$ cat src/source/periph_config.svh
/*
 * Build settings for the peripheral register block
 * Bus width, CPU and host address windows, mailbox count
 * and the prescaler value after reset
 */
`ifndef PERIPH_CONFIG_SVH
`define PERIPH_CONFIG_SVH

`define PERIPH_DATA_W 32 // Data and address width

// Upper 24 address bits of each window
`define PERIPH_WINDOW 24'hFFFFFF
`define HOST_WINDOW 24'hF00000

`define MAILBOX_COUNT 8

// Kept small so a millisecond passes in a handful of cycles
`define PRESCALE_RESET 32'd9

`endif
$ cat src/source/periph_pkg.sv
/*
 * Data types shared across the peripheral block
 * Bus word, window offset, mailbox index, timer status word
 */
`default_nettype none

`include "periph_config.svh"

package periph_pkg;

	typedef logic [`PERIPH_DATA_W-1:0] word_t;

	// Byte offset inside a 256-byte window
	typedef logic [7:0] offset_t;

	typedef logic [$clog2(`MAILBOX_COUNT)-1:0] mbox_idx_t;

	// Low bits of the IRQ_CTRL read word
	typedef struct packed {
		logic irq_raw;      // Compare reached on timer 1
		logic irq_pending;  // Raw, qualified by enable
		logic irq_enabled;
	} timer_status_t;

endpackage

`default_nettype wire

$ cat src/source/regmap_pkg.sv
/*
 * CPU register map of the peripheral window
 * Offsets and the bit layout of control and status words
 */
`default_nettype none

package regmap_pkg;

	typedef enum periph_pkg::offset_t {
		MBOX_0     = 8'h00,
		MBOX_1     = 8'h04,
		MBOX_2     = 8'h08,
		MBOX_3     = 8'h0C,
		MBOX_4     = 8'h10,
		MBOX_5     = 8'h14,
		MBOX_6     = 8'h18,
		MBOX_7     = 8'h1C,
		PRESCALE   = 8'h98,
		T1_COUNT   = 8'hC4, // Any write disables the compare irq
		T1_COMPARE = 8'hC8,
		T2_COUNT   = 8'hCC,
		IRQ_CTRL   = 8'hF4,
		T1_CYCLES  = 8'hF8,
		T2_CYCLES  = 8'hFC
	} reg_offset_e;

	localparam int CLEAR_BIT = 0; // In T1_COUNT and T2_COUNT writes
	localparam int MASK_BIT  = 0; // In IRQ_CTRL writes
	localparam int STATUS_W  = $bits(periph_pkg::timer_status_t);

endpackage

`default_nettype wire

$ cat src/source/periph_bus_if.sv
/*
 * Internal register bus from the window decoder
 * to the mailbox and timer register parts
 */
`default_nettype none
`timescale 1ns/1ns

interface periph_bus_if;
	import periph_pkg::*;

	logic    wr_en;  // One-cycle strobes, already window checked
	logic    rd_en;
	offset_t offset;
	word_t   wdata;

	modport decoder (output wr_en, rd_en, offset, wdata);
	modport target (input wr_en, rd_en, offset, wdata);

endinterface

`default_nettype wire

$ cat src/source/mcu_periph_top.sv
/*
 * Peripheral register block of the soft-CPU controller
 * Decoder, mailbox and timer parts on one internal bus
 */
`default_nettype none
`timescale 1ns/1ns

module mcu_periph_top (
	input wire clk_sys,
	input wire reset_n,
	input wire bus_valid,
	input wire bus_wr,
	input wire periph_pkg::word_t bus_addr,
	input wire periph_pkg::word_t bus_wdata,
	output periph_pkg::word_t bus_rdata,
	output logic bus_rsp_ready,
	input wire bridge_wr,
	input wire bridge_rd,
	input wire periph_pkg::word_t bridge_addr,
	input wire periph_pkg::word_t bridge_wr_data,
	output periph_pkg::word_t bridge_rd_data,
	output logic timer_irq
);
	import periph_pkg::*;

	word_t mbox_rdata;
	word_t timer_rdata;

	periph_bus_if bus_if ();

	periph_decode u_decode (
		.clk_sys(clk_sys),
		.reset_n(reset_n),
		.bus_valid(bus_valid),
		.bus_wr(bus_wr),
		.bus_addr(bus_addr),
		.bus_wdata(bus_wdata),
		.bus(bus_if.decoder),
		.mbox_rdata(mbox_rdata),
		.timer_rdata(timer_rdata),
		.bus_rdata(bus_rdata),
		.bus_rsp_ready(bus_rsp_ready)
	);

	mailbox_regs u_mailbox (
		.clk_sys(clk_sys),
		.reset_n(reset_n),
		.bus(bus_if.target),
		.bridge_wr(bridge_wr),
		.bridge_rd(bridge_rd),
		.bridge_addr(bridge_addr),
		.bridge_wr_data(bridge_wr_data),
		.bridge_rd_data(bridge_rd_data),
		.mbox_rdata(mbox_rdata)
	);

	timer_unit u_timer (
		.clk_sys(clk_sys),
		.reset_n(reset_n),
		.bus(bus_if.target),
		.timer_rdata(timer_rdata),
		.timer_irq(timer_irq)
	);

endmodule

`default_nettype wire

$ cat src/source/periph_decode.sv
/*
 * CPU window decode, register bus strobes
 * and the one-cycle bus response with combined read data
 */
`default_nettype none
`timescale 1ns/1ns

`include "periph_config.svh"

module periph_decode (
	input wire clk_sys,
	input wire reset_n,
	input wire bus_valid,
	input wire bus_wr,
	input wire periph_pkg::word_t bus_addr,
	input wire periph_pkg::word_t bus_wdata,
	periph_bus_if.decoder bus,
	input wire periph_pkg::word_t mbox_rdata,
	input wire periph_pkg::word_t timer_rdata,
	output periph_pkg::word_t bus_rdata,
	output logic bus_rsp_ready
);
	logic in_window;
	logic read_hit; // Last access was an in-window read

	assign in_window = bus_addr[`PERIPH_DATA_W-1:8] == `PERIPH_WINDOW;

	assign bus.wr_en = bus_valid && bus_wr && in_window;
	assign bus.rd_en = bus_valid && !bus_wr && in_window;
	assign bus.offset = bus_addr[7:0];
	assign bus.wdata = bus_wdata;

	always_ff @(posedge clk_sys or negedge reset_n) begin
		if (!reset_n) begin
			bus_rsp_ready <= 1'b0;
			read_hit <= 1'b0;
		end else begin
			bus_rsp_ready <= bus_valid; // Every access answers, mapped or not
			read_hit <= bus.rd_en;
		end
	end

	// Each part returns zero for offsets it does not own
	assign bus_rdata = read_hit ? (mbox_rdata | timer_rdata) : '0;

	// The OR never merges two answering parts
	read_words_disjoint: assert property (@(posedge clk_sys) disable iff (!reset_n)
		(mbox_rdata & timer_rdata) == '0);

endmodule

`default_nettype wire

$ cat src/source/timer_unit.sv
/*
 * Timer registers, two millisecond counters
 * and the timer 1 compare interrupt with enable and mask
 */
`default_nettype none
`timescale 1ns/1ns

`include "periph_config.svh"

module timer_unit (
	input wire clk_sys,
	input wire reset_n,
	periph_bus_if.target bus,
	output periph_pkg::word_t timer_rdata,
	output logic timer_irq
);
	import periph_pkg::*;
	import regmap_pkg::*;

	word_t prescale;
	word_t compare;
	word_t ms_1;
	word_t ms_2;
	word_t cycles_1;
	word_t cycles_2;
	word_t rd_word;
	logic clear_1;
	logic clear_2;
	logic tick_1;
	logic irq_enabled;
	logic irq_mask;
	logic irq_raw;
	logic irq_pending;
	timer_status_t status;

	assign clear_1 = bus.wr_en && bus.offset == T1_COUNT && bus.wdata[CLEAR_BIT];
	assign clear_2 = bus.wr_en && bus.offset == T2_COUNT && bus.wdata[CLEAR_BIT];

	ms_counter u_timer_1 (
		.clk_sys(clk_sys),
		.reset_n(reset_n),
		.clear(clear_1),
		.prescale(prescale),
		.tick(tick_1),
		.ms_count(ms_1),
		.cycle_count(cycles_1)
	);

	ms_counter u_timer_2 (
		.clk_sys(clk_sys),
		.reset_n(reset_n),
		.clear(clear_2),
		.prescale(prescale),
		.tick(), // No compare on timer 2
		.ms_count(ms_2),
		.cycle_count(cycles_2)
	);

	always_ff @(posedge clk_sys or negedge reset_n) begin
		if (!reset_n) begin
			prescale <= `PRESCALE_RESET;
			compare <= '0;
			irq_enabled <= 1'b0;
			irq_mask <= 1'b0;
			irq_raw <= 1'b0;
			irq_pending <= 1'b0;
		end else begin
			if (bus.wr_en) begin
				case (bus.offset)
					PRESCALE: prescale <= bus.wdata;
					T1_COUNT: irq_enabled <= 1'b0;
					T1_COMPARE: begin
						compare <= bus.wdata;
						irq_enabled <= 1'b1; // Arming the compare enables it
					end
					IRQ_CTRL: irq_mask <= bus.wdata[MASK_BIT];
					default: ;
				endcase
			end
			// Sticky until timer 1 is cleared
			if (clear_1) begin
				irq_raw <= 1'b0;
			end else if (tick_1 && compare != '0 && ms_1 >= compare) begin
				irq_raw <= 1'b1;
			end
			irq_pending <= irq_enabled && irq_raw;
		end
	end

	assign timer_irq = irq_pending && irq_mask;

	assign status.irq_raw = irq_raw;
	assign status.irq_pending = irq_pending;
	assign status.irq_enabled = irq_enabled;

	always_comb begin
		rd_word = '0;
		case (bus.offset)
			PRESCALE: rd_word = prescale;
			T1_COUNT: rd_word = ms_1;
			T1_COMPARE: rd_word = compare;
			T2_COUNT: rd_word = ms_2;
			IRQ_CTRL: rd_word = {{(`PERIPH_DATA_W - STATUS_W){1'b0}}, status};
			T1_CYCLES: rd_word = cycles_1;
			T2_CYCLES: rd_word = cycles_2;
			default: rd_word = '0;
		endcase
	end

	always_ff @(posedge clk_sys or negedge reset_n) begin
		if (!reset_n) begin
			timer_rdata <= '0;
		end else begin
			timer_rdata <= bus.rd_en ? rd_word : '0;
		end
	end

	// Raw only rises once timer 1 has counted past the compare value
	raw_after_compare: assert property (@(posedge clk_sys) disable iff (!reset_n)
		$rose(irq_raw) |-> ms_1 > $past(compare));

endmodule

`default_nettype wire

$ cat src/source/mailbox_regs.sv
/*
 * Eight shared mailbox registers
 * Host bridge writes win over CPU writes to the same word,
 * two-stage host read path and a registered CPU read word
 */
`default_nettype none
`timescale 1ns/1ns

`include "periph_config.svh"

module mailbox_regs (
	input wire clk_sys,
	input wire reset_n,
	periph_bus_if.target bus,
	input wire bridge_wr,
	input wire bridge_rd,
	input wire periph_pkg::word_t bridge_addr,
	input wire periph_pkg::word_t bridge_wr_data,
	output periph_pkg::word_t bridge_rd_data,
	output periph_pkg::word_t mbox_rdata
);
	import periph_pkg::*;
	import regmap_pkg::*;

	word_t mbox [`MAILBOX_COUNT];
	word_t host_stage;
	mbox_idx_t host_idx;
	mbox_idx_t cpu_idx;
	logic host_wr_hit;
	logic cpu_wr_hit;
	logic cpu_own;

	assign host_idx = bridge_addr[4:2];
	assign cpu_idx = bus.offset[4:2];

	// Word aligned and inside the mailbox range
	assign cpu_own = bus.offset <= MBOX_7 && bus.offset[1:0] == 2'b00;
	assign cpu_wr_hit = bus.wr_en && cpu_own;
	assign host_wr_hit = bridge_wr && bridge_addr[31:8] == `HOST_WINDOW
		&& bridge_addr[7:0] <= MBOX_7 && bridge_addr[1:0] == 2'b00;

	always_ff @(posedge clk_sys or negedge reset_n) begin
		if (!reset_n) begin
			for (int i = 0; i < `MAILBOX_COUNT; i++) begin
				mbox[i] <= '0;
			end
			mbox_rdata <= '0;
		end else begin
			for (int i = 0; i < `MAILBOX_COUNT; i++) begin
				if (host_wr_hit && host_idx == mbox_idx_t'(i)) begin
					mbox[i] <= bridge_wr_data; // Host has priority
				end else if (cpu_wr_hit && cpu_idx == mbox_idx_t'(i)) begin
					mbox[i] <= bus.wdata;
				end
			end
			mbox_rdata <= (bus.rd_en && cpu_own) ? mbox[cpu_idx] : '0;
		end
	end

	// Host read, two stages to the bridge
	always_ff @(posedge clk_sys) begin
		if (bridge_rd) begin
			host_stage <= mbox[host_idx];
		end
		bridge_rd_data <= host_stage; // Holds between reads
	end

	// Bridge traffic outside its window is never also unaligned
	host_addr_sane: assert property (@(posedge clk_sys) disable iff (!reset_n)
		(bridge_wr || bridge_rd) |->
			(bridge_addr[31:8] == `HOST_WINDOW || bridge_addr[1:0] == 2'b00));

endmodule

`default_nettype wire

$ cat src/source/ms_counter.sv
/*
 * Prescaled millisecond counter with a free cycle count
 * and a synchronous clear
 */
`default_nettype none
`timescale 1ns/1ns

module ms_counter (
	input wire clk_sys,
	input wire reset_n,
	input wire clear,
	input wire periph_pkg::word_t prescale,
	output logic tick,
	output periph_pkg::word_t ms_count,
	output periph_pkg::word_t cycle_count
);
	import periph_pkg::*;

	word_t presc_count;

	// Millisecond boundary, PRESCALE+1 cycles apart
	assign tick = !clear && presc_count == prescale;

	always_ff @(posedge clk_sys or negedge reset_n) begin
		if (!reset_n) begin
			presc_count <= '0;
			ms_count <= '0;
			cycle_count <= '0;
		end else if (clear) begin
			presc_count <= '0;
			ms_count <= '0;
			cycle_count <= '0;
		end else begin
			cycle_count <= cycle_count + 1'b1;
			if (tick) begin
				presc_count <= '0;
				ms_count <= ms_count + 1'b1;
			end else begin
				presc_count <= presc_count + 1'b1;
			end
		end
	end

endmodule

`default_nettype wire

$ cat config.mk
export PLATFORM = sky130hd
export DESIGN_NAME = mcu_periph_top
export DESIGN_NICKNAME = d
export VERILOG_FILES = /design/src/source/periph_pkg.sv /design/src/source/regmap_pkg.sv /design/src/source/periph_bus_if.sv /design/src/source/mcu_periph_top.sv /design/src/source/periph_decode.sv /design/src/source/timer_unit.sv /design/src/source/mailbox_regs.sv /design/src/source/ms_counter.sv
export VERILOG_INCLUDE_DIRS = /design/src /design/src/source
export SDC_FILE = /design/constraint.sdc
export NUM_CORES = 2
export LEC_CHECK = 0
export BUFFER_PORTS_ARGS = -buffer_cell sky130_fd_sc_hd__buf_2
export CAP_MARGIN = 10
export CORE_AREA = 2 2 214 300
export DETAILED_ROUTE_END_ITERATION = 8
export DIE_AREA = 0 0 216 302
export PLACE_DENSITY = 0.73
export SLEW_MARGIN = 20
export SYNTH_ARGS = -nofsm -noshare
export SYNTH_HDL_FRONTEND = slang
export SYNTH_SLANG_ARGS = --single-unit
$ cat constraint.sdc
create_clock -name clk_sys -period 3 [get_ports clk_sys]
set_input_delay 0 -clock clk_sys [delete_from_list [all_inputs] [get_ports clk_sys]]
set_output_delay 0 -clock clk_sys [all_outputs]
set_load 0.02 [all_outputs]
==> impl_metrics.tcl <==
set metrics [dict create \
    status "finished with violations" \
    violations "negative hold slack" \
    place_congestion 0.941 \
    yosysWarnings 0 \
    ctsHtreeMaxLevel 2 \
    start_kind "flip-flop" \
    final_cell_mix "580 x dfrtp_1, 352 x nand2_1, 290 x mux2i_1" \
    clock.fmax_ghz 0.355 \
    clock_power_share 0.460 \
    post-route-period-util 0.939 \
    crit_fanout 15 \
    die_area_um2 65200 \
    synth_top_area_share 0.425 \
    synth_top_family_by_area "multiplexers" \
    synth-simple-area-share 0.128 \
    area_growth_pct 15.7 \
    cp_num_buf_inv 0 \
    p_switching_w 0.00417 \
    grt_pass1_vias 27700 \
    antenna_left 0 \
    wirelength_um 107000 \
    cts_root_buffer "clkbuf_16" \
    synth-xor-area-share 0.0503 \
    pwr_density_cell_nw_per_um2 453 \
    critical-path-slowest-cell "or4_1" \
    num_rows 109 \
    synth_compound_area_frac 0.0948 \
    crit_start "u_timer.prescale[8]" \
    synth_fa_ha_area_frac 0.0139 \
    worst_setup_path_end_kind "flip-flop" \
    fillCellCount 4966 \
    maxCapViolCount 0 \
    ir_drop_v 0.000501 \
    drtIter0Drc 2877 \
    rsz0062_at_grt "false" \
    die_y_um 302 \
    finalHoldViolCount 8 \
    drive_gt1_frac 0.194 \
    p_leak_nw 16.7 \
    power_frac_seq 0.492 \
    synthArstFlopShare 0.901 \
    rr_startpoint "u_timer.prescale[8]" \
    fin_skew_ps 22.1 \
    first_pass_iters 6 \
    io_pins 200 \
    synthMuxAreaShare 0.202 \
    dp_slack_ps 168 \
    crit_family "simple AND/OR/NAND/NOR gates" \
    synth_cells 3156 \
    combPwrFrac 0.048 \
    cts_tree "yes" \
    finalPower_w 0.0179 \
    cp.required_ps 3580 \
    clk_latency_ps 660 \
    core_area_um2 62700 \
    globalRouteTotalUtil 0.327 \
    min_period_ps 2820 \
    cp.arrival_ps 3390 \
    io_buffers 199 \
    postCtsSetupRepairBufs 0 \
    path_class "flip-flop to flip-flop" \
    final_common_cell "dfrtp_1" \
    syn_nets 3328 \
    avgSynthCellArea_um2 10.8 \
    regArea_um2 16200 \
    start_util 0.544 \
    fin_ws_ps 182 \
    cts_made_buffers 61 \
    worst_slew_pin_slew_ps 1150 \
    dieWidth_um 216 \
    max_stage_delay_ps 600 \
    synth_area_leaders "dfrtp_1 43%, mux2i_1 8.5%, mux4_2 8.4%" \
    final_nets 3536 \
    hold_class "primary input to async pin" \
    synth-seq-cells 646 \
    maxSlewViolCount 0 \
    critical_path.cell_chain "xor2_1 -> nor4_2 -> nand4_2 -> or2_1 -> or4_1 -> a21oi_1" \
    setup_viol 0 \
    switching_share 0.233 \
    grt_max_degree 91 \
    internal-power_w 0.0137 \
    antenna_found_initial 4 \
    clkTransAtPathRegs_ps 60 \
    ys.flop_type "dfrtp_1" \
    detailed_place_hpwl_um 72200 \
    syn_area_um2 34100 \
    multi_input_area_um2 16800 \
    holdWs_ps -23.4 \
    clock_path_buffers 3 \
    grt_overflow 0 \
    slew_headroom 0.235 \
    synth_top_cell_by_area "dfrtp_1" \
    synth_cell_types 66 \
    drc 0 \
    grt_pass1_wl_um 163000 \
    cts_sinks 646 \
    vias 27100 \
    ys_seq_area_frac 0.474 \
    fin_tns_setup_ps 0 \
    drt-vias-per-instance 6.38 \
    synth_edf_count 32 \
    routedWlPerCell_um 25.1 \
]
## power by group through the flow
stage	combinational [W]	clock [W]	sequential (W)
global placement	0.000765	0	0.00897
floorplan	0.000318	0	0.00899
detailed placement	0.000774	0	0.00897
finish	0.000856	0.00822	0.00881
CTS	0.000855	0.00829	0.00881
global route	0.000914	0.00861	0.00881
## final cells by class
type | count | share of cell area
repair buffers | 397 | 0.0794
clock inverters | 27 | 0.00893
well taps | 832 | 0.0264
multi-input cells | 2196 | 0.425
diodes | 4 | 0.000253
inverters | 62 | 0.00589
clock buffers | 89 | 0.0448
flip-flops and latches | 646 | 0.409
## per-stage QoR
| step | utilization | area, µm² | instances |
|---|---|---|---|
| 6_report | 0.630 | 39500 | 4253 |
| 5_1_grt | 0.630 | 39500 | 4252 |
| 4_1_cts | 0.630 | 39500 | 4249 |
| 3_5_place_dp | 0.579 | 36300 | 4029 |
| 3_3_place_gp | 0.579 | 36300 | 4029 |
| 2_1_floorplan | - | 34100 | 3156 |
## cells by family after synthesis
family | Yosys count
AO/OA/AOI/OAI | 534
buffers and inverters | 314
multiplexers | 515
XOR/XNOR | 196
adder cells (fa/ha/maj) | 38
flip-flops | 646
AND/OR/NAND/NOR | 913
## cells in the mapped netlist (32+ instances only)
library cell and count:
mux4_2 128, clkbuf_1 157, mux2_2 97, ha_1 38, buf_2 34, o21a_1 33, xnor2_1 51, nand4_1 53
and3_1 38, nand2_1 352, mux2i_1 290, nor2_1 218, a21oi_1 84, xor2_1 145, a222oi_1 34, dfrtp_1 580
inv_1 62, o21ai_0 270, nand3_1 77, dfxtp_1 32, edfxtp_1 32, a22o_1 33, nor4_1 38
## what timing repair did
action / 4_1_cts / 5_1_grt
endpoints found under the hold margin: 500 / 0
resized for setup: 0 / 0
hold buffers: 104 / 0
setup endpoints to repair: 0 / 0
## final timing paths
check,endpoint,slack (ps),cells past startpoint
max,u_timer.u_timer_2.ms_count[28],180,6
min,u_mailbox.mbox[121],-20,2
max reg2reg,u_timer.u_timer_2.ms_count[28],180,6
min reg2reg,u_mailbox.bridge_rd_data[9],330,0
max in group asynchronous,u_timer.u_timer_1.cycle_count[0],2030,3
min in group clk_sys,u_mailbox.mbox[67],90,7
## flip-flops by register name, summed over array words and instances (netlist names)
signal	count
u_mailbox.host_stage	32
u_timer.irq_mask	1
u_timer.timer_rdata	32
u_timer.u_timer_2.cycle_count	32
u_timer.u_timer_2.presc_count	32
u_timer.irq_raw	1
u_decode.bus_rsp_ready	1
u_timer.u_timer_1.presc_count	32
u_timer.compare	32
u_timer.irq_enabled	1
u_mailbox.bridge_rd_data	32
u_decode.read_hit	1
u_mailbox.mbox_rdata	32
u_timer.u_timer_1.ms_count	32
u_timer.irq_pending	1
u_timer.prescale	32
u_timer.u_timer_1.cycle_count	32
u_mailbox.mbox	256
u_timer.u_timer_2.ms_count	32
## per-layer routing
layer / GRT usage / share of wire / vias to the layer above
li1: - / - / 11800
met3: 0.0485 / 0.080 / 310
met5: 0 / 0 / -
met1: 0.406 / 0.37 / 13600
met4: 0.183 / 0.058 / 0
met2: 0.552 / 0.49 / 1460
(Power assumes the default switching activity.)
